==> config.mk <==
export PLATFORM = sky130hd
export DESIGN_NAME = request_scheduler
export DESIGN_NICKNAME = d
export VERILOG_FILES = /design/src/rtl/sched_pkg.sv /design/src/rtl/sched_ifs.sv /design/src/rtl/request_queue.sv /design/src/rtl/bank_tracker.sv /design/src/rtl/cmd_issuer.sv /design/src/rtl/request_scheduler.sv
export SDC_FILE = /design/constraint.sdc
export NUM_CORES = 1
export LEC_CHECK = 0
export ABC_CLOCK_PERIOD_IN_PS = 4600
export BUFFER_PORTS_ARGS = -buffer_cell sky130_fd_sc_hd__buf_2
export CAP_MARGIN = 25
export CORE_ASPECT_RATIO = 0.7
export CORE_MARGIN = 3
export CORE_UTILIZATION = 55
export CTS_CLUSTER_DIAMETER = 150
export DETAILED_ROUTE_END_ITERATION = 10
export GPL_ROUTABILITY_DRIVEN = 0
export PLACE_DENSITY_LB_ADDON = 0.05
export SYNTH_ARGS = -nofsm -noshare
export SYNTH_HDL_FRONTEND = slang
export SYNTH_SLANG_ARGS = --single-unit
export TNS_END_PERCENT = 100
==> constraint.sdc <==
create_clock -name clk_in -period 4.6 [get_ports clk_in]
set_clock_uncertainty 0.2 [all_clocks]
set_input_delay 0.23 -clock clk_in [delete_from_list [all_inputs] [get_ports clk_in]]
set_output_delay 0.23 -clock clk_in [all_outputs]
set_load 0.02 [all_outputs]
==> src/rtl/sched_pkg.sv <==
`default_nettype none

package sched_pkg;

    // address field widths, bank group and bank on top
    localparam int BG_BITS  = 1;
    localparam int BA_BITS  = 1;
    localparam int ROW_BITS = 8;
    localparam int COL_BITS = 4;

    localparam int NUM_BANKS  = (2 ** BG_BITS) * (2 ** BA_BITS);
    localparam int BANK_BITS  = BG_BITS + BA_BITS;
    localparam int PADDR_BITS = BG_BITS + BA_BITS + ROW_BITS + COL_BITS;
    localparam int DADDR_BITS = 17; // dram address pins

    // opcode field of the column view
    localparam logic [2:0] OP_WRITE = 3'b110;
    localparam logic [2:0] OP_READ  = 3'b111;
    localparam logic [2:0] OP_PRE   = 3'b101;

    typedef enum logic [1:0] {
        CMD_READ  = 2'd0,
        CMD_WRITE = 2'd1,
        CMD_ACT   = 2'd2,
        CMD_PRE   = 2'd3
    } cmd_e;

    // decoded request as held in the queue
    typedef struct packed {
        logic [BG_BITS-1:0]  bank_group;
        logic [BA_BITS-1:0]  bank;
        logic [ROW_BITS-1:0] row;
        logic [COL_BITS-1:0] col;
        logic                write;
    } req_t;

    // one address word, read as a row for activate or as opcode + column otherwise
    typedef union packed {
        struct packed {
            logic [DADDR_BITS-ROW_BITS-1:0] pad;
            logic [ROW_BITS-1:0]            row;
        } row_view;
        struct packed {
            logic [2:0]                       opcode;
            logic [DADDR_BITS-3-COL_BITS-1:0] pad;
            logic [COL_BITS-1:0]              col;
        } col_view;
    } dram_addr_u;

endpackage

`default_nettype wire

==> src/rtl/sched_ifs.sv <==
`timescale 1ns/1ps
`default_nettype none

// head of the request queue, consumed by the issuer
interface head_if import sched_pkg::*; ();
    logic head_valid;
    req_t head;
    logic head_pop; // read or write issued for the head

    modport queue (
        output head_valid,
        output head,
        input  head_pop
    );

    modport issuer (
        input  head_valid,
        input  head,
        output head_pop
    );
endinterface

// bank state out of the tracker, update strobes back in
interface bank_if import sched_pkg::*; ();
    logic [NUM_BANKS-1:0]               bank_open;
    logic [NUM_BANKS-1:0]               bank_busy;
    logic [NUM_BANKS-1:0][ROW_BITS-1:0] open_row;

    logic                upd_act;
    logic                upd_pre;
    logic [BANK_BITS-1:0] upd_bank;
    logic [ROW_BITS-1:0] upd_row;

    modport tracker (
        output bank_open, bank_busy, open_row,
        input  upd_act, upd_pre, upd_bank, upd_row
    );

    modport issuer (
        input  bank_open, bank_busy, open_row,
        output upd_act, upd_pre, upd_bank, upd_row
    );
endinterface

`default_nettype wire

==> src/rtl/request_queue.sv <==
`timescale 1ns/1ps
`default_nettype none

module request_queue import sched_pkg::*; #(
    parameter int QUEUE_DEPTH = 8
) (
    input  logic                  clk_in,
    input  logic                  rst_in,
    input  logic                  req_valid,
    input  logic                  req_write,
    input  logic [PADDR_BITS-1:0] req_addr,
    output logic                  req_ready,
    head_if.queue                 head
);

    localparam int PTR_W = (QUEUE_DEPTH > 1) ? $clog2(QUEUE_DEPTH) : 1;
    localparam int CNT_W = $clog2(QUEUE_DEPTH + 1);

    req_t             mem [QUEUE_DEPTH];
    req_t             new_req;
    logic [PTR_W-1:0] wr_ptr;
    logic [PTR_W-1:0] rd_ptr;
    logic [CNT_W-1:0] count;
    logic             push;
    logic             pop;

    // bank group, bank, row, column from the top bits down
    assign new_req.bank_group = req_addr[PADDR_BITS-1 -: BG_BITS];
    assign new_req.bank       = req_addr[PADDR_BITS-BG_BITS-1 -: BA_BITS];
    assign new_req.row        = req_addr[COL_BITS +: ROW_BITS];
    assign new_req.col        = req_addr[COL_BITS-1:0];
    assign new_req.write      = req_write;

    assign req_ready = (count != CNT_W'(QUEUE_DEPTH)); // low only when full
    assign push      = req_valid && req_ready;
    assign pop       = head.head_pop && head.head_valid;

    assign head.head_valid = (count != '0);
    assign head.head       = mem[rd_ptr];

    function automatic logic [PTR_W-1:0] next_ptr(input logic [PTR_W-1:0] ptr);
        if (ptr == PTR_W'(QUEUE_DEPTH - 1)) begin
            return '0; // depth need not be a power of two
        end
        return ptr + 1'b1;
    endfunction

    always_ff @(posedge clk_in) begin
        if (push) begin
            mem[wr_ptr] <= new_req;
        end
    end

    always_ff @(posedge clk_in or posedge rst_in) begin
        if (rst_in) begin
            wr_ptr <= '0;
            rd_ptr <= '0;
            count  <= '0;
        end else begin
            if (push) begin
                wr_ptr <= next_ptr(wr_ptr);
            end
            if (pop) begin
                rd_ptr <= next_ptr(rd_ptr);
            end
            case ({push, pop})
                2'b10:   count <= count + 1'b1;
                2'b01:   count <= count - 1'b1;
                default: count <= count; // both or neither
            endcase
        end
    end

endmodule

`default_nettype wire

==> src/rtl/bank_tracker.sv <==
`timescale 1ns/1ps
`default_nettype none

module bank_tracker import sched_pkg::*; #(
    parameter int ACT_LATENCY = 8,
    parameter int PRE_LATENCY = 5
) (
    input  logic   clk_in,
    input  logic   rst_in,
    bank_if.tracker banks
);

    localparam int LAT_MAX  = (ACT_LATENCY > PRE_LATENCY) ? ACT_LATENCY : PRE_LATENCY;
    localparam int TMR_BITS = $clog2(LAT_MAX + 1);

    for (genvar b = 0; b < NUM_BANKS; b++) begin : g_bank
        logic                open_q;
        logic [ROW_BITS-1:0] row_q;
        logic [TMR_BITS-1:0] timer_q;
        logic                sel;
        logic                hit_act;
        logic                hit_pre;

        assign sel     = (banks.upd_bank == BANK_BITS'(b));
        assign hit_act = banks.upd_act && sel;
        assign hit_pre = banks.upd_pre && sel;

        // timer loads the latency and counts down to zero
        always_ff @(posedge clk_in or posedge rst_in) begin
            if (rst_in) begin
                open_q  <= 1'b0;
                timer_q <= '0;
            end else if (hit_act) begin
                open_q  <= 1'b1;
                timer_q <= TMR_BITS'(ACT_LATENCY);
            end else if (hit_pre) begin
                open_q  <= 1'b0; // closed once precharged
                timer_q <= TMR_BITS'(PRE_LATENCY);
            end else if (timer_q != '0) begin
                timer_q <= timer_q - 1'b1;
            end
        end

        // row only means something while open_q is set
        always_ff @(posedge clk_in) begin
            if (hit_act) begin
                row_q <= banks.upd_row;
            end
        end

        assign banks.bank_open[b] = open_q;
        assign banks.bank_busy[b] = (timer_q != '0);
        assign banks.open_row[b]  = row_q;
    end

endmodule

`default_nettype wire

==> src/rtl/cmd_issuer.sv <==
`timescale 1ns/1ps
`default_nettype none

module cmd_issuer import sched_pkg::*; (
    input  logic                  clk_in,
    input  logic                  rst_in,
    input  logic                  cmd_ready,
    head_if.issuer                head,
    bank_if.issuer                banks,
    output logic                  cmd_valid,
    output cmd_e                  cmd_op,
    output logic [BG_BITS-1:0]    cmd_bank_group,
    output logic [BA_BITS-1:0]    cmd_bank,
    output logic [DADDR_BITS-1:0] cmd_addr
);

    logic [BANK_BITS-1:0] bank_idx;
    logic                 is_open;
    logic                 row_match;
    logic                 can_issue;
    cmd_e                 next_op;
    dram_addr_u           next_addr;

    assign bank_idx  = {head.head.bank_group, head.head.bank};
    assign is_open   = banks.bank_open[bank_idx];
    assign row_match = (banks.open_row[bank_idx] == head.head.row);

    // one slot per edge, only while the controller takes commands
    assign can_issue = cmd_ready && head.head_valid && !banks.bank_busy[bank_idx];

    always_comb begin
        if (!is_open) begin
            next_op = CMD_ACT;
        end else if (!row_match) begin
            next_op = CMD_PRE; // row conflict
        end else if (head.head.write) begin
            next_op = CMD_WRITE;
        end else begin
            next_op = CMD_READ;
        end
    end

    always_comb begin
        next_addr = '0;
        case (next_op)
            CMD_ACT: next_addr.row_view.row = head.head.row;
            CMD_PRE: begin
                next_addr.col_view.opcode = OP_PRE;
                next_addr.col_view.col    = head.head.col;
            end
            CMD_WRITE: begin
                next_addr.col_view.opcode = OP_WRITE;
                next_addr.col_view.col    = head.head.col;
            end
            default: begin
                next_addr.col_view.opcode = OP_READ;
                next_addr.col_view.col    = head.head.col;
            end
        endcase
    end

    // tracker updates land on the same edge as the command register
    assign banks.upd_act  = can_issue && (next_op == CMD_ACT);
    assign banks.upd_pre  = can_issue && (next_op == CMD_PRE);
    assign banks.upd_bank = bank_idx;
    assign banks.upd_row  = head.head.row;

    assign head.head_pop = can_issue && (next_op == CMD_READ || next_op == CMD_WRITE);

    always_ff @(posedge clk_in or posedge rst_in) begin
        if (rst_in) begin
            cmd_valid <= 1'b0;
        end else begin
            cmd_valid <= can_issue; // single cycle pulse
        end
    end

    always_ff @(posedge clk_in) begin
        if (can_issue) begin
            cmd_op         <= next_op;
            cmd_bank_group <= head.head.bank_group;
            cmd_bank       <= head.head.bank;
            cmd_addr       <= next_addr;
        end
    end

endmodule

`default_nettype wire

==> src/rtl/request_scheduler.sv <==
`timescale 1ns/1ps
`default_nettype none

module request_scheduler import sched_pkg::*; #(
    parameter int QUEUE_DEPTH = 8,
    parameter int ACT_LATENCY = 8,
    parameter int PRE_LATENCY = 5
) (
    input  logic                  clk_in,
    input  logic                  rst_in,
    input  logic                  req_valid,
    input  logic                  req_write,
    input  logic [PADDR_BITS-1:0] req_addr,
    output logic                  req_ready,
    input  logic                  cmd_ready,
    output logic                  cmd_valid,
    output cmd_e                  cmd_op,
    output logic [BG_BITS-1:0]    cmd_bank_group,
    output logic [BA_BITS-1:0]    cmd_bank,
    output logic [DADDR_BITS-1:0] cmd_addr
);

    head_if u_head_if ();
    bank_if u_bank_if ();

    request_queue #(
        .QUEUE_DEPTH (QUEUE_DEPTH)
    ) u_queue (
        .clk_in    (clk_in),
        .rst_in    (rst_in),
        .req_valid (req_valid),
        .req_write (req_write),
        .req_addr  (req_addr),
        .req_ready (req_ready),
        .head      (u_head_if.queue)
    );

    bank_tracker #(
        .ACT_LATENCY (ACT_LATENCY),
        .PRE_LATENCY (PRE_LATENCY)
    ) u_tracker (
        .clk_in (clk_in),
        .rst_in (rst_in),
        .banks  (u_bank_if.tracker)
    );

    cmd_issuer u_issuer (
        .clk_in         (clk_in),
        .rst_in         (rst_in),
        .cmd_ready      (cmd_ready),
        .head           (u_head_if.issuer),
        .banks          (u_bank_if.issuer),
        .cmd_valid      (cmd_valid),
        .cmd_op         (cmd_op),
        .cmd_bank_group (cmd_bank_group),
        .cmd_bank       (cmd_bank),
        .cmd_addr       (cmd_addr)
    );

endmodule

`default_nettype wire

# Word-level counts from Yosys, hierarchy flattened
# Memories as Yosys holds them, arrays and structs flattened.
# Index checks and enable logic that the tools add are counted.
# totals
regBits,78
ram_bits,120
input_bits,19
out_inout_bits,23
word_cells,118
n_memories,1
# classes
addsub,8
order_cmp,1
n_eq_ne,12
muxes,42
n_reduce_logical,33
# memory_table
name,words,width,read_ports,rd_clocked_by_memory_dff,write_ports,line,rtl
u_queue.mem,8,15,1,0,1,request_queue.sv:19,req_t mem [QUEUE_DEPTH];
# op_table
op,count
$mux 4,13
$reduce_bool 4->1,5
$sub 4x1->4 const B,5
$mux 1,17
$bmux 8 s2,1
$logic_and 1x1->1,15
$mux 3,4
$reduce_bool 3->1,4
$eq 2x2->1 const B,5
$reduce_bool 2->1,5
$pmux 3 s3,1
$eq 8x8->1,1
$mux 8,1
$pmux 4 s2,1
$add 3x1->3 const B,2
$eq 2x1->1 const B,3
$eq 3x3->1 const B,2
$add 4x1->4 const B,1
$bmux 1 s2,2
$logic_not 2->1,2
$mux 2,2
$ne 4x4->1 const B,1
$lt 2x3->1 const B,1
$logic_not 1->1,1
$logic_or 1x1->1,1

# Logic depth before layout (Yosys ltp)
# Gate-level depths: netlist of the first run.
# An unclocked memory read counts as a cell.
# logic_depth
ltp_word,12
mapped_depth,17

# Modules after synthesis
# Synthesis of the first run repeated with hierarchy kept, for this count alone.
# unflattened
cells_unflattened,466
hier_area_um2,8607.0
# modules_own_cells
module,n_inst,cells_each,area_per_inst_um2
request_queue,1,242,5333.9
bank_tracker,1,143,2134.5
cmd_issuer,1,81,1138.6

# Worst setup path before layout of the first run
# Ideal clock, no wire load.
# synth_timing
path_type,reg2reg
start,register u_queue.rd_ptr[2]
end,register u_queue.count[3]
arrival_time_ps,4113
t_required_ps,4275
slack_ps,162
stages_incl_launch_ff,16
n_path_buf,2
period_less_slack_ps,4438
path_cell_list,dfrtp_1 clkbuf_1 mux4_2 mux2i_4 clkbuf_1 nand2_1 o22ai_1 nand3b_1 nor4b_2 ha_1 ha_1 a21o_1 a21oi_1 xnor2_1 nor2_1 xor2_1
# synth_between
word_cells_on_any_way,22
# synth_rtl
element,line,rtl
start: declaration,request_queue.sv:22,logic [PTR_W-1:0] rd_ptr;
start signal: assignment,request_queue.sv:64,rd_ptr <= next_ptr(rd_ptr);
$mem_v2 8x15 (*),-,
$bmux 1 s2 (*),cmd_issuer.sv:29,assign can_issue = cmd_ready && head.head_valid && !banks.bank_busy[bank_idx];
$mux 1 (not written as such) (*),cmd_issuer.sv:29,
$logic_not 1->1 (*),cmd_issuer.sv:29,
$logic_and 1x1->1 (*),cmd_issuer.sv:29,
net u_issuer.can_issue,cmd_issuer.sv:20,logic can_issue;
$logic_and 1x1->1 (*),cmd_issuer.sv:68,assign head.head_pop = can_issue && (next_op == CMD_READ || next_op == CMD_WRITE);
$logic_and 1x1->1 (*),request_queue.sv:36,assign pop = head.head_pop && head.head_valid;
net u_queue.pop,request_queue.sv:25,logic pop;
$eq 2x1->1 or $eq 2x2->1 (tied branches),request_queue.sv:66,"case ({push, pop})"
$pmux 4 s2 or $reduce_bool 2->1 (tied branches),-,
end signal: assignment,request_queue.sv:67,2'b10: count <= count + 1'b1;
end signal: assignment,request_queue.sv:68,2'b01: count <= count - 1'b1;
end signal: assignment,request_queue.sv:69,default: count <= count;
end: declaration,request_queue.sv:23,logic [CNT_W-1:0] count;
# Mark *: on every way through the listed nets, which the timed path passes. The rest lies on a longest branch. The select of a mux whose other input is x is not followed.
# A chain may end at the register's enable or synchronous reset.

# Final worst setup path of the first run
# layout_timing
start,register u_queue.rd_ptr[0]
end,register u_queue.count[3]
# layout_between
elab_chain_len,12
word_cells_on_any_way,22
# layout_lines
element,line,rtl
$mem_v2 8x15 (*),-,
$bmux 8 s2,cmd_issuer.sv:26,assign row_match = (banks.open_row[bank_idx] == head.head.row);
$mux 8 (not written as such),cmd_issuer.sv:26,
$eq 8x8->1,cmd_issuer.sv:26,
$mux 2,cmd_issuer.sv:34,end else if (!row_match) begin
$mux 2,cmd_issuer.sv:32,if (!is_open) begin
$eq 2x1->1 or $logic_not 2->1 (tied branches),cmd_issuer.sv:68,
$logic_or 1x1->1,cmd_issuer.sv:68,
$logic_and 1x1->1 (*),cmd_issuer.sv:68,
$logic_and 1x1->1 (*),request_queue.sv:36,
net u_queue.pop,request_queue.sv:25,
$eq 2x1->1 or $eq 2x2->1 (tied branches),request_queue.sv:66,
$pmux 4 s2 or $reduce_bool 2->1 (tied branches),-,
# Marks and branches as above.

==> results of run 1 <==
## layout by cell type, fill, tap and decap left out, drive strengths merged, types with 3 or more instances in the layout
cell / count
a31oi: 3
edfxtp: 167
nor2b: 4
mux4: 30
nand3: 6
a21o: 6
nor3: 16
mux2: 12
buf: 63
mux2i: 30
conb: 6
nand2b: 10
or3: 3
a21oi: 10
nand2: 24
clkinvlp: 4
and2: 3
dlygate4sd3: 16
xnor2: 14
xor2: 5
nand3b: 4
clkinv: 5
nor2: 13
clkbuf: 18
dfrtp: 31
a211o: 3
o21ai: 11
ha: 18
inv: 23
## cell type report
cell class                 count  share of cell area
tap                          190              0.0249
inverter                      19             0.00747
timing repair buffer          79              0.0610
clock buffer                  18              0.0449
sequential                   198               0.606
clock inverter                14              0.0132
multi-input combinational    246               0.242
## per-layer routing
metal,part of all wire,vias to the layer above,track usage
li1,-,1986,-
met2,0.45,120,0.295
met3,0.072,19,0.0420
met5,0,-,0
met1,0.46,2144,0.298
met4,0.015,0,0.0744
## power groups by stage
stage	Clock, W	Sequential, W	Combinational, W
after global routing	0.00150	0.00246	0.00115
after global placement	0	0.00245	0.000988
after detailed placement	0	0.00247	0.00103
after CTS	0.00143	0.00243	0.00104
final	0.00139	0.00243	0.00103
after floorplan	0	0.00245	0.000704
## flip-flops by register name (all words and copies together), names as in the netlist, 3 cells and up
name,flops
u_tracker.g_bank.timer_q,16
u_queue.wr_ptr,3
u_tracker.g_bank.open_q,4
u_queue.count,4
u_queue.rd_ptr,3
u_queue.mem,120
u_tracker.g_bank.row_q,32
u_issuer.cmd_addr,11
## timing repair
action | in CTS | in global routing
hold endpoints to repair | 151 | 0
hold buffers | 16 | 0
resized for setup | 0 | 0
## cell families after synthesis
family	count (synthesis)	synth area share
AOI/OAI and AO/OA	42	0.0331
xor gates and xnor gates	19	0.0202
adders and majority gates	19	0.0297
buffers and inverters	39	0.0234
DFF	198	0.702
muxes	72	0.136
other	1	0.000455
and+or+nand+nor	88	0.0545
## stage by stage
step                power [W]  area [sq um]  std cells
finish                0.00485          9550        764
global route          0.00512          9550        764
CTS                   0.00491          9550        764
detailed placement    0.00350          8840        716
global placement      0.00344          8840        716
floorplan             0.00315          8260        483
## critical path, stage by stage, from the launching register on
cell and delay (ps):
dfrtp_2 420, buf_4 190, mux2i_1 120, mux4_2 500, buf_12 190, mux2i_1 180, xor2_1 160, nand4_1 170
o2bb2ai_2 260, nor4b_2 350, ha_1 260, ha_1 240, a21o_1 170, a21oi_1 160, xnor2_1 130, nor2_1 60
xor2_1 140
## worst max-delay path by stage
stage / end / slack (ps) / depth (start not counted)
after CTS: u_queue.count[3] / 530 / 16
final: u_queue.count[3] / 550 / 16
after floorplan: u_queue.count[3] / 160 / 15
after global routing: u_queue.count[3] / 320 / 15
after detailed placement: u_queue.count[3] / 530 / 16
after global placement: u_queue.count[3] / 550 / 14
==> impl_results.md, run 1 <==
* HP Class: in2async
* Clock buffer depth at 2
* Root buffer cell: clkbuf_16
* First-pass GRT wire length at 24500 um
* Top cells by instance count after synthesis: 167 x edfxtp_1, 31 x dfrtp_1, 30 x mux4_2
* Core Area at 14300 sq um
* Fin crit share at 0.880
* Max-Cap Viols at 0
* Flops & latches, synth at 198
* DR pass1 iterations at 4
* Ys Warns at 0
* Number of global-route vias before repair at 4349
* Min setup slack post-route at 551 ps
* Asr flop ratio synth at 0.157
* Layout area overhead at 15.9%
* Worst path required time at 4710 ps
* Seq/Total Area, Yosys at 0.702
* Reg2Reg Depth at 16
* Post-synth EDFFs at 167
* # setup viols final at 0
* Yosys top cell area share at 0.608
* Seq pwr share at 0.501
* Crit start category: flop
* Area of the multi-input gates at 2310 sq um
* CTS tree: built
* Sw power at 0.00138 W
* RR Startpoint: u_queue.rd_ptr[0]
* Clk pwr share at 0.287
* ANT nets after route at 0
* Post-synth top area cell: edfxtp_1
* Worst-skew pair later-pin latency at 430 ps
* Starting Density at 0.577
* Share of cells above drive strength 1 at 0.258
* VDD IR max at 0.336 mV
* Cts bufs inserted at 17
* Register area at 5790 sq um
* Switching share of power at 0.283
* Drt via density at 5.59
* Total wire length at 15300 um
* R2r endpoint: u_queue.count[3]
* Row cnt at 36
* Static Leakage at 3.45 nW
* DR vias at 4269
* Power Density at 508 nW/um^2
* Crit. Startpoint: u_queue.rd_ptr[0]
* DR iter-0 viols at 296
* Post-CTS Setup Inserts at 0
* Crit path max fanout at 23
* Fin Hold WS at 251 ps
* Cell Int Power at 0.00348 W
* Final min period at 4050 ps
* Remaining DRCs at 0
* Most frequent cell after synthesis: edfxtp_1
* PortBufs at 35
* Setup TNS at 0 ps
* GRT Resource Usage Total at 0.200
* Place WS at 528 ps
* Die Footprint at 16500 sq um
* Max-slew violations at 0
* Status: finished clean
* Register-to-register setup slack at 550 ps
* Die span in x at 152 um
* Cells after Synth at 478
* Post-layout util at 0.669
* CTS H-tree depth at 4
* Dominant cells by area after synthesis: edfxtp_1 61%, dfrtp_1 9.4%, mux4_2 8.2%, mux2i_1 3.5%, ha_1 2.7%
* Fmax at 247 MHz
* Die height at 108 um
* GRT overflow at 0
* Clock slew at reported path FFs at 70 ps
* Final hold violations at 0
* Fillers at 965
* Final nets at 599
* Critical Path AT at 4160 ps
* Clk sinks at 198
* Post-synth cell types at 46
* Drt wl/cell at 20.0 um
* IO Count at 42
* Ys flop type: edfxtp_1
* HPWL after detailed placement at 9970 um
* Endpoint class of the critical path: flop
* Post-Syn Area at 8240 sq um
* Syn Area/Cell at 17.2 sq um
* Setup CP Type: reg2reg
* Number of inserted diodes at 0
* Initial antenna violation count at 0
* Gate power share at 0.212
* Largest net degree at the start of global routing at 32
* Slew HR at 0.593
* RSZ-0062 raised after global routing: no
* Worst slew pin tran at 593 ps
No activity file was read; power rests on OpenSTA's default activity.
==> run 2, diff against run 1 <==
--- a/config.mk
+++ b/config.mk
@@ -5,12 +5,12 @@
 export SDC_FILE = /design/constraint.sdc
 export NUM_CORES = 1
 export LEC_CHECK = 0
-export ABC_CLOCK_PERIOD_IN_PS = 4600
+export ABC_CLOCK_PERIOD_IN_PS = 4700
 export BUFFER_PORTS_ARGS = -buffer_cell sky130_fd_sc_hd__buf_2
 export CAP_MARGIN = 25
 export CORE_ASPECT_RATIO = 0.7
 export CORE_MARGIN = 3
-export CORE_UTILIZATION = 55
+export CORE_UTILIZATION = 65
 export CTS_CLUSTER_DIAMETER = 150
 export DETAILED_ROUTE_END_ITERATION = 10
 export GPL_ROUTABILITY_DRIVEN = 0
==> constraint.sdc (replaced) <==
create_clock -name clk_in -period 4.7 [get_ports clk_in]
set_clock_uncertainty 0.2 [all_clocks]
set_input_delay 0.235 -clock clk_in [delete_from_list [all_inputs] [get_ports clk_in]]
set_output_delay 0.235 -clock clk_in [all_outputs]
set_load 0.02 [all_outputs]
==> run 2 against run 1 <==
Sequential power shrank 2%. Sequential cell count is the same. Critical path type unchanged. Global-route usage grew 4.0 points. Hold slack lost 12 ps. Highest routed layer unchanged.
==> impl_results.md, run 2 (synthesized netlist as in run 1, its figures left out) <==
* Critical Path AT at 4520 ps (+360 ps)
* PortBufs at 35 (unchanged)
* Most common cell after layout, fill and taps aside: edfxtp_1
* GRT overflow at 0 (unchanged)
* Clock slew at reported path FFs at 80 ps (about the same)
* Worst slew pin tran at 930 ps (+337 ps)
* Total wire length at 15700 um (+2.6%)
* Gate power share at 0.207 (-0.005)
* Core Area at 12100 sq um (-16%)
* Most frequent cells in the layout: 167 x edfxtp_1, 35 x buf_2, 30 x mux4_2, 30 x dfrtp_1, 27 x mux2i_1
* Layout area overhead at 15.4%
* Crit start category: flop
* Die Footprint at 14100 sq um (-15%)
* Static Leakage at 3.46 nW (+0.23%)
* Number of inserted diodes at 0 (unchanged)
* Fmax at 227 MHz (-8.0%)
* ANT nets after route at 0 (unchanged)
* Fin Hold WS at 239 ps (-12.1 ps)
* Die height at 100 um (-7.6%)
* First-pass GRT wire length at 25100 um (+2.5%)
* Cts bufs inserted at 17 (unchanged)
* Final nets at 595 (-0.67%)
* DR vias at 4384 (+2.7%)
* Clock buffer depth at 2 (unchanged)
* Clk sinks at 198 (unchanged)
* Initial antenna violation count at 0 (unchanged)
* Post-CTS Setup Inserts at 0 (unchanged)
* Cell Int Power at 0.00342 W (-1.6%)
* Fin crit share at 0.937 (+0.0565)
* IO Count at 42 (unchanged)
* Max-Cap Viols at 0 (unchanged)
* Placed cell count at 679 (-5.2%)
* RSZ-0062 raised after global routing: no
* GRT Resource Usage Total at 0.239 (+0.0397)
* Root buffer cell: clkbuf_16
* HPWL after detailed placement at 10100 um (+1.5%)
* Drt via density at 6.03 (+7.9%)
* Die span in x at 141 um (-7.7%)
* Number of global-route vias before repair at 4710 (+8.3%)
* Switching share of power at 0.293 (+0.00976)
* CTS H-tree depth at 4 (unchanged)
* VDD IR max at 0.360 mV (+7.3%)
* Power Density at 509 nW/um^2 (+0.15%)
* CTS tree: built
* # setup viols final at 0 (unchanged)
* Seq pwr share at 0.494 (-0.007)
* Share of cells above drive strength 1 at 0.258 (about the same)
* Status: finished clean
* Max-slew violations at 0 (unchanged)
* DR iter-0 viols at 348 (+18%)
* Endpoint class of the critical path: flop
* Worst path required time at 4810 ps (+100 ps)
* Pwr Total at 0.00484 W (-0.27%)
* Starting Density at 0.684 (+0.106)
* Setup CP Type: reg2reg
* Max reg flops at 120 (unchanged)
* Crit path max fanout at 17 (-26%)
* Worst-skew pair later-pin latency at 430 ps (about the same)
* Clk pwr share at 0.299 (+0.012)
* DR pass1 iterations at 5 (+1)
* Final min period at 4400 ps (+354 ps)
* Sw power at 0.00142 W (+3.2%)
* Slew HR at 0.378 (-0.215)
* Drt wl/cell at 21.5 um (+7.8%)
* HP Class: in2async
* Final hold violations at 0 (unchanged)
* Row cnt at 33 (-8.3%)
* Largest Register: u_queue.mem
* Remaining DRCs at 0 (unchanged)
* Fillers at 651 (-33%)
* Setup TNS at 0 ps (unchanged)
* Largest net degree at the start of global routing at 32 (unchanged)
* Top flop regs: u_queue.mem: 120 flops, u_tracker.g_bank.row_q: 32 flops, u_tracker.g_bank.timer_q: 16 flops
* Fin cells at 727 (-4.8%)
## run 2: changes by cell type in the layout (fill, tap and decap cells not counted), sizes merged
cell	previous run	this run
buf	63	59
clkinvlp	4	0
inv	23	28
clkbuf	18	17
## run 2: cell type report
type,instances,area (sq um),area share
sequential,198,5790,0.609
timing repair buffer,75,515,0.0542
inverter,19,71.3,0.00750
clock buffer,17,425,0.0447
multi-input combinational,246,2330,0.245
clock inverter,15,180,0.0189
tap,157,196,0.0207
## run 2: power groups by stage
stage	Combinational, W	Sequential [W]	Clock, W
2_1_floorplan	0.000689	0.00240	0
3_3_place_gp	0.000942	0.00241	0
3_5_place_dp	0.000988	0.00243	0
4_1_cts	0.00101	0.00239	0.00147
5_1_grt	0.00112	0.00242	0.00155
6_report	0.00100	0.00239	0.00145
## run 2: critical path: stages, from the launching register on
cell	delay (ps)
dfrtp_2	570
mux2i_1	260
mux4_2	640
mux2i_1	280
xor2_1	240
o211ai_1	150
o2bb2ai_2	290
nor4b_2	390
ha_1	260
ha_1	240
a21o_1	180
a21oi_1	190
xnor2_1	160
nor2_1	80
xor2_1	140
## run 2: through the flow
| stage | instance area, sq um | util | setup WS (ps) |
|---|---|---|---|
| finish | 9510 | 0.789 | 297 |
| global route | 9510 | 0.789 | 12.2 |
| CTS | 9500 | 0.788 | 185 |
| detailed placement | 8730 | 0.724 | 229 |
| global placement | 8730 | 0.724 | 390 |
| floorplan | 8260 | - | 262 |
## run 2: path summary, 6_finish.rpt
kind                                             from  slack, ps  cells past startpoint                    endpoint
min reg2reg                u_tracker.g_bank[0].open_q        290                      1  u_tracker.g_bank[0].open_q
min                                            rst_in        240                      4            u_queue.count[2]
max in group asynchronous                      rst_in       3720                      4           u_queue.rd_ptr[0]
min in group clk_in                         req_valid        270                      3           u_queue.wr_ptr[0]
max                                 u_queue.rd_ptr[0]        300                     14            u_queue.count[3]
max reg2reg                         u_queue.rd_ptr[0]        300                     14            u_queue.count[3]
## run 2: repair_timing
action | 4_1_cts | 5_1_grt
hold endpoints to repair | 151 | 0
hold buffers | 16 | 0
resized for setup | 0 | 3
setup endpoints to repair | 0 | 20
## run 2: routing by layer
layer	global-route usage	vias up	part of all wire
met5	0	-	0
met4	0.0715	0	0.012
met3	0.0529	25	0.058
met2	0.377	162	0.48
met1	0.346	2207	0.45
li1	-	1990	-
==> run 3, diff against run 2 <==
--- a/config.mk
+++ b/config.mk
@@ -8,9 +8,10 @@
 export ABC_CLOCK_PERIOD_IN_PS = 4700
 export BUFFER_PORTS_ARGS = -buffer_cell sky130_fd_sc_hd__buf_2
 export CAP_MARGIN = 25
+export CELL_PAD_IN_SITES_DETAIL_PLACEMENT = 1
+export CELL_PAD_IN_SITES_GLOBAL_PLACEMENT = 2
 export CORE_ASPECT_RATIO = 0.7
-export CORE_MARGIN = 3
-export CORE_UTILIZATION = 65
+export CORE_UTILIZATION = 50
 export CTS_CLUSTER_DIAMETER = 150
 export DETAILED_ROUTE_END_ITERATION = 10
 export GPL_ROUTABILITY_DRIVEN = 0
==> run 3 against run 2 <==
Die area increased by 21%. Combinational power increased by 4%. Register-to-register slack improved by 20 ps. Fmax increased by 0.42%. Critical endpoint unchanged. Highest routed layer unchanged.
==> impl_results.md, run 3 (synthesized netlist as in run 1, its figures left out) <==
* Status: finished clean
* Number of inserted diodes at 0 (unchanged)
* PortBufs at 35 (unchanged)
* Placed cell count at 742 (+9.3%)
* Cts bufs inserted at 17 (unchanged)
* DR iter-0 viols at 207 (-41%)
* Slew HR at 0.321 (-0.0575)
* DR vias at 4353 (-0.71%)
* Final Instance Area at 9600 sq um (+0.95%)
* Initial antenna violation count at 0 (unchanged)
* Power Density at 505 nW/um^2 (-0.73%)
* Clk pwr share at 0.293 (-0.006)
* Clock slew at reported path FFs at 80 ps (about the same)
* Crit. Startpoint: u_queue.rd_ptr[0]
* Min setup slack post-route at 316 ps (+18.4 ps)
* Fillers at 1440 (+120%)
* GRT Resource Usage Total at 0.217 (-0.0227)
* Area of the multi-input gates at 2340 sq um (+0.27%)
* HP Class: in2reg
* Crit start category: flop
* Max reg flops at 120 (unchanged)
* Critical path endpoint: u_queue.count[3]
* Cell Int Power at 0.00338 W (-1.1%)
* CTS tree: built
* Setup CP Type: reg2reg
* Critical Path AT at 4510 ps (about the same)
* Final nets at 597 (+0.34%)
* Setup TNS at 0 ps (unchanged)
* Share of cells above drive strength 1 at 0.257 (-0.000902)
* GRT overflow at 0 (unchanged)
* Gate power share at 0.214 (+0.007)
* Clk sinks at 198 (unchanged)
* Endpoint class of the critical path: flop
* Drt via density at 5.50 (-8.9%)
* Fin crit share at 0.933 (-0.00392)
* Layout area overhead at 16.5%
* Total wire length at 16800 um (+7.4%)
* RSZ-0062 raised after global routing: no
* Worst path required time at 4820 ps (about the same)
* RR Startpoint: u_queue.rd_ptr[0]
* Number of global-route vias before repair at 4631 (-1.7%)
* Die Footprint at 17000 sq um (+21%)
* Root buffer cell: clkbuf_16
* Top flop regs: u_queue.mem: 120 flops, u_tracker.g_bank.row_q: 32 flops, u_tracker.g_bank.timer_q: 16 flops
* Worst slew pin tran at 1020 ps (+86.0 ps)
* Max-Cap Viols at 0 (unchanged)
* Reg2Reg Depth at 14 (unchanged)
* Final hold violations at 0 (unchanged)
* Core Area at 15800 sq um (+31%)
* HPWL after detailed placement at 10800 um (+6.5%)
* VDD IR max at 0.280 mV (-22%)
* Post-DP Area at 8830 sq um (+1.1%)
* Row cnt at 38 (+15%)
* CTS H-tree depth at 4 (unchanged)
* Register-to-register setup slack at 320 ps (+20 ps)
* Switching share of power at 0.303 (+0.00947)
* Crit path max fanout at 16 (-1)
* Remaining DRCs at 0 (unchanged)
* ANT nets after route at 0 (unchanged)
* Max-slew violations at 0 (unchanged)
* Post-CTS Setup Inserts at 0 (unchanged)
* Drt wl/cell at 21.2 um (-1.4%)
* Fmax at 228 MHz (+0.42%)
* Sw power at 0.00147 W (+3.5%)
* Most frequent cells in the layout: 167 x edfxtp_1, 35 x buf_2, 30 x mux4_2, 30 x dfrtp_1, 29 x mux2i_1
* Clock buffer depth at 2 (unchanged)
* Static Leakage at 3.46 nW (+0.10%)
* Largest net degree at the start of global routing at 32 (unchanged)
* Largest Register: u_queue.mem
* Final min period at 4380 ps (-18.4 ps)
* DR pass1 iterations at 4 (-1)
* R2r endpoint: u_queue.count[3]
* Seq pwr share at 0.494 (about the same)
* First-pass GRT wire length at 26100 um (+4.2%)
* Worst-skew pair later-pin latency at 440 ps (about the same)
* # setup viols final at 0 (unchanged)
* Register area at 5790 sq um (about the same)
* IO Count at 42 (unchanged)
* Die span in x at 155 um (+11%)
* Most common cell after layout, fill and taps aside: edfxtp_1
* Fin cells at 792 (+8.9%)
* Die height at 109 um (+9.2%)
* Place WS at 200 ps (-29.2 ps)
* Starting Density at 0.522 (-0.162)
[run 3: what timing repair did]
action / in CTS / in global routing
hold buffers: 16 / 0
hold endpoints to repair: 151 / 0
resized for setup: 0 / 1
setup endpoints to repair: 0 / 17
[run 3: layout make-up]
class,count,area share
Clock buffer,17,0.0443
Clock inverter,15,0.0159
Inverter,19,0.00743
Multi-Input combinational cell,246,0.243
Sequential cell,198,0.603
Tap cell,220,0.0287
Timing Repair Buffer,77,0.0568
[run 3: layer usage]
layer | global-route usage | share of wire | vias to the layer above | wire [um]
met4 | 0.0707 | 0.0090 | 0 | 151
met5 | 0 | 0 | - | 0
met2 | 0.340 | 0.46 | 87 | 7800
met1 | 0.302 | 0.48 | 2268 | 8150
met3 | 0.0516 | 0.042 | 12 | 713
li1 | - | - | 1986 | -
[run 3: stage by stage]
step                      hold slack [ps]  power, W  utilization
after global placement                152   0.00340        0.559
after floorplan                       134   0.00309            -
after global routing                  178   0.00510        0.608
after detailed placement              155   0.00346        0.559
final                                 173   0.00485        0.608
after CTS                             225   0.00488        0.606
[run 3: how the worst min path moves through the flow]
stage,from,to,cells past startpoint
floorplan,req_write,u_queue.mem[0][0],0
global placement,rst_in,u_tracker.g_bank[2].timer_q[0],3
detailed placement,rst_in,u_tracker.g_bank[2].timer_q[0],3
CTS,rst_in,u_tracker.g_bank[2].timer_q[0],4
global route,req_valid,u_queue.mem[1][4],3
finish,req_valid,u_queue.mem[1][4],3
[run 3: worst max-delay path, cell delays in order (launching register included)]
cell	delay [ps]
dfrtp_4	620
mux2i_1	180
mux4_2	750
mux2i_1	280
xor2_1	170
nand4_1	160
o2bb2ai_2	270
nor4b_2	400
ha_1	270
ha_1	240
a21o_1	180
a21oi_1	200
xnor2_1	140
nor2_1	70
xor2_1	140
[run 3: power by group through the flow]
stage	Combinational [W]	Clock (W)	Sequential, W
floorplan	0.000689	0	0.00240
global placement	0.000976	0	0.00242
detailed placement	0.00102	0	0.00244
CTS	0.00104	0.00145	0.00240
global route	0.00116	0.00151	0.00243
finish	0.00104	0.00142	0.00240
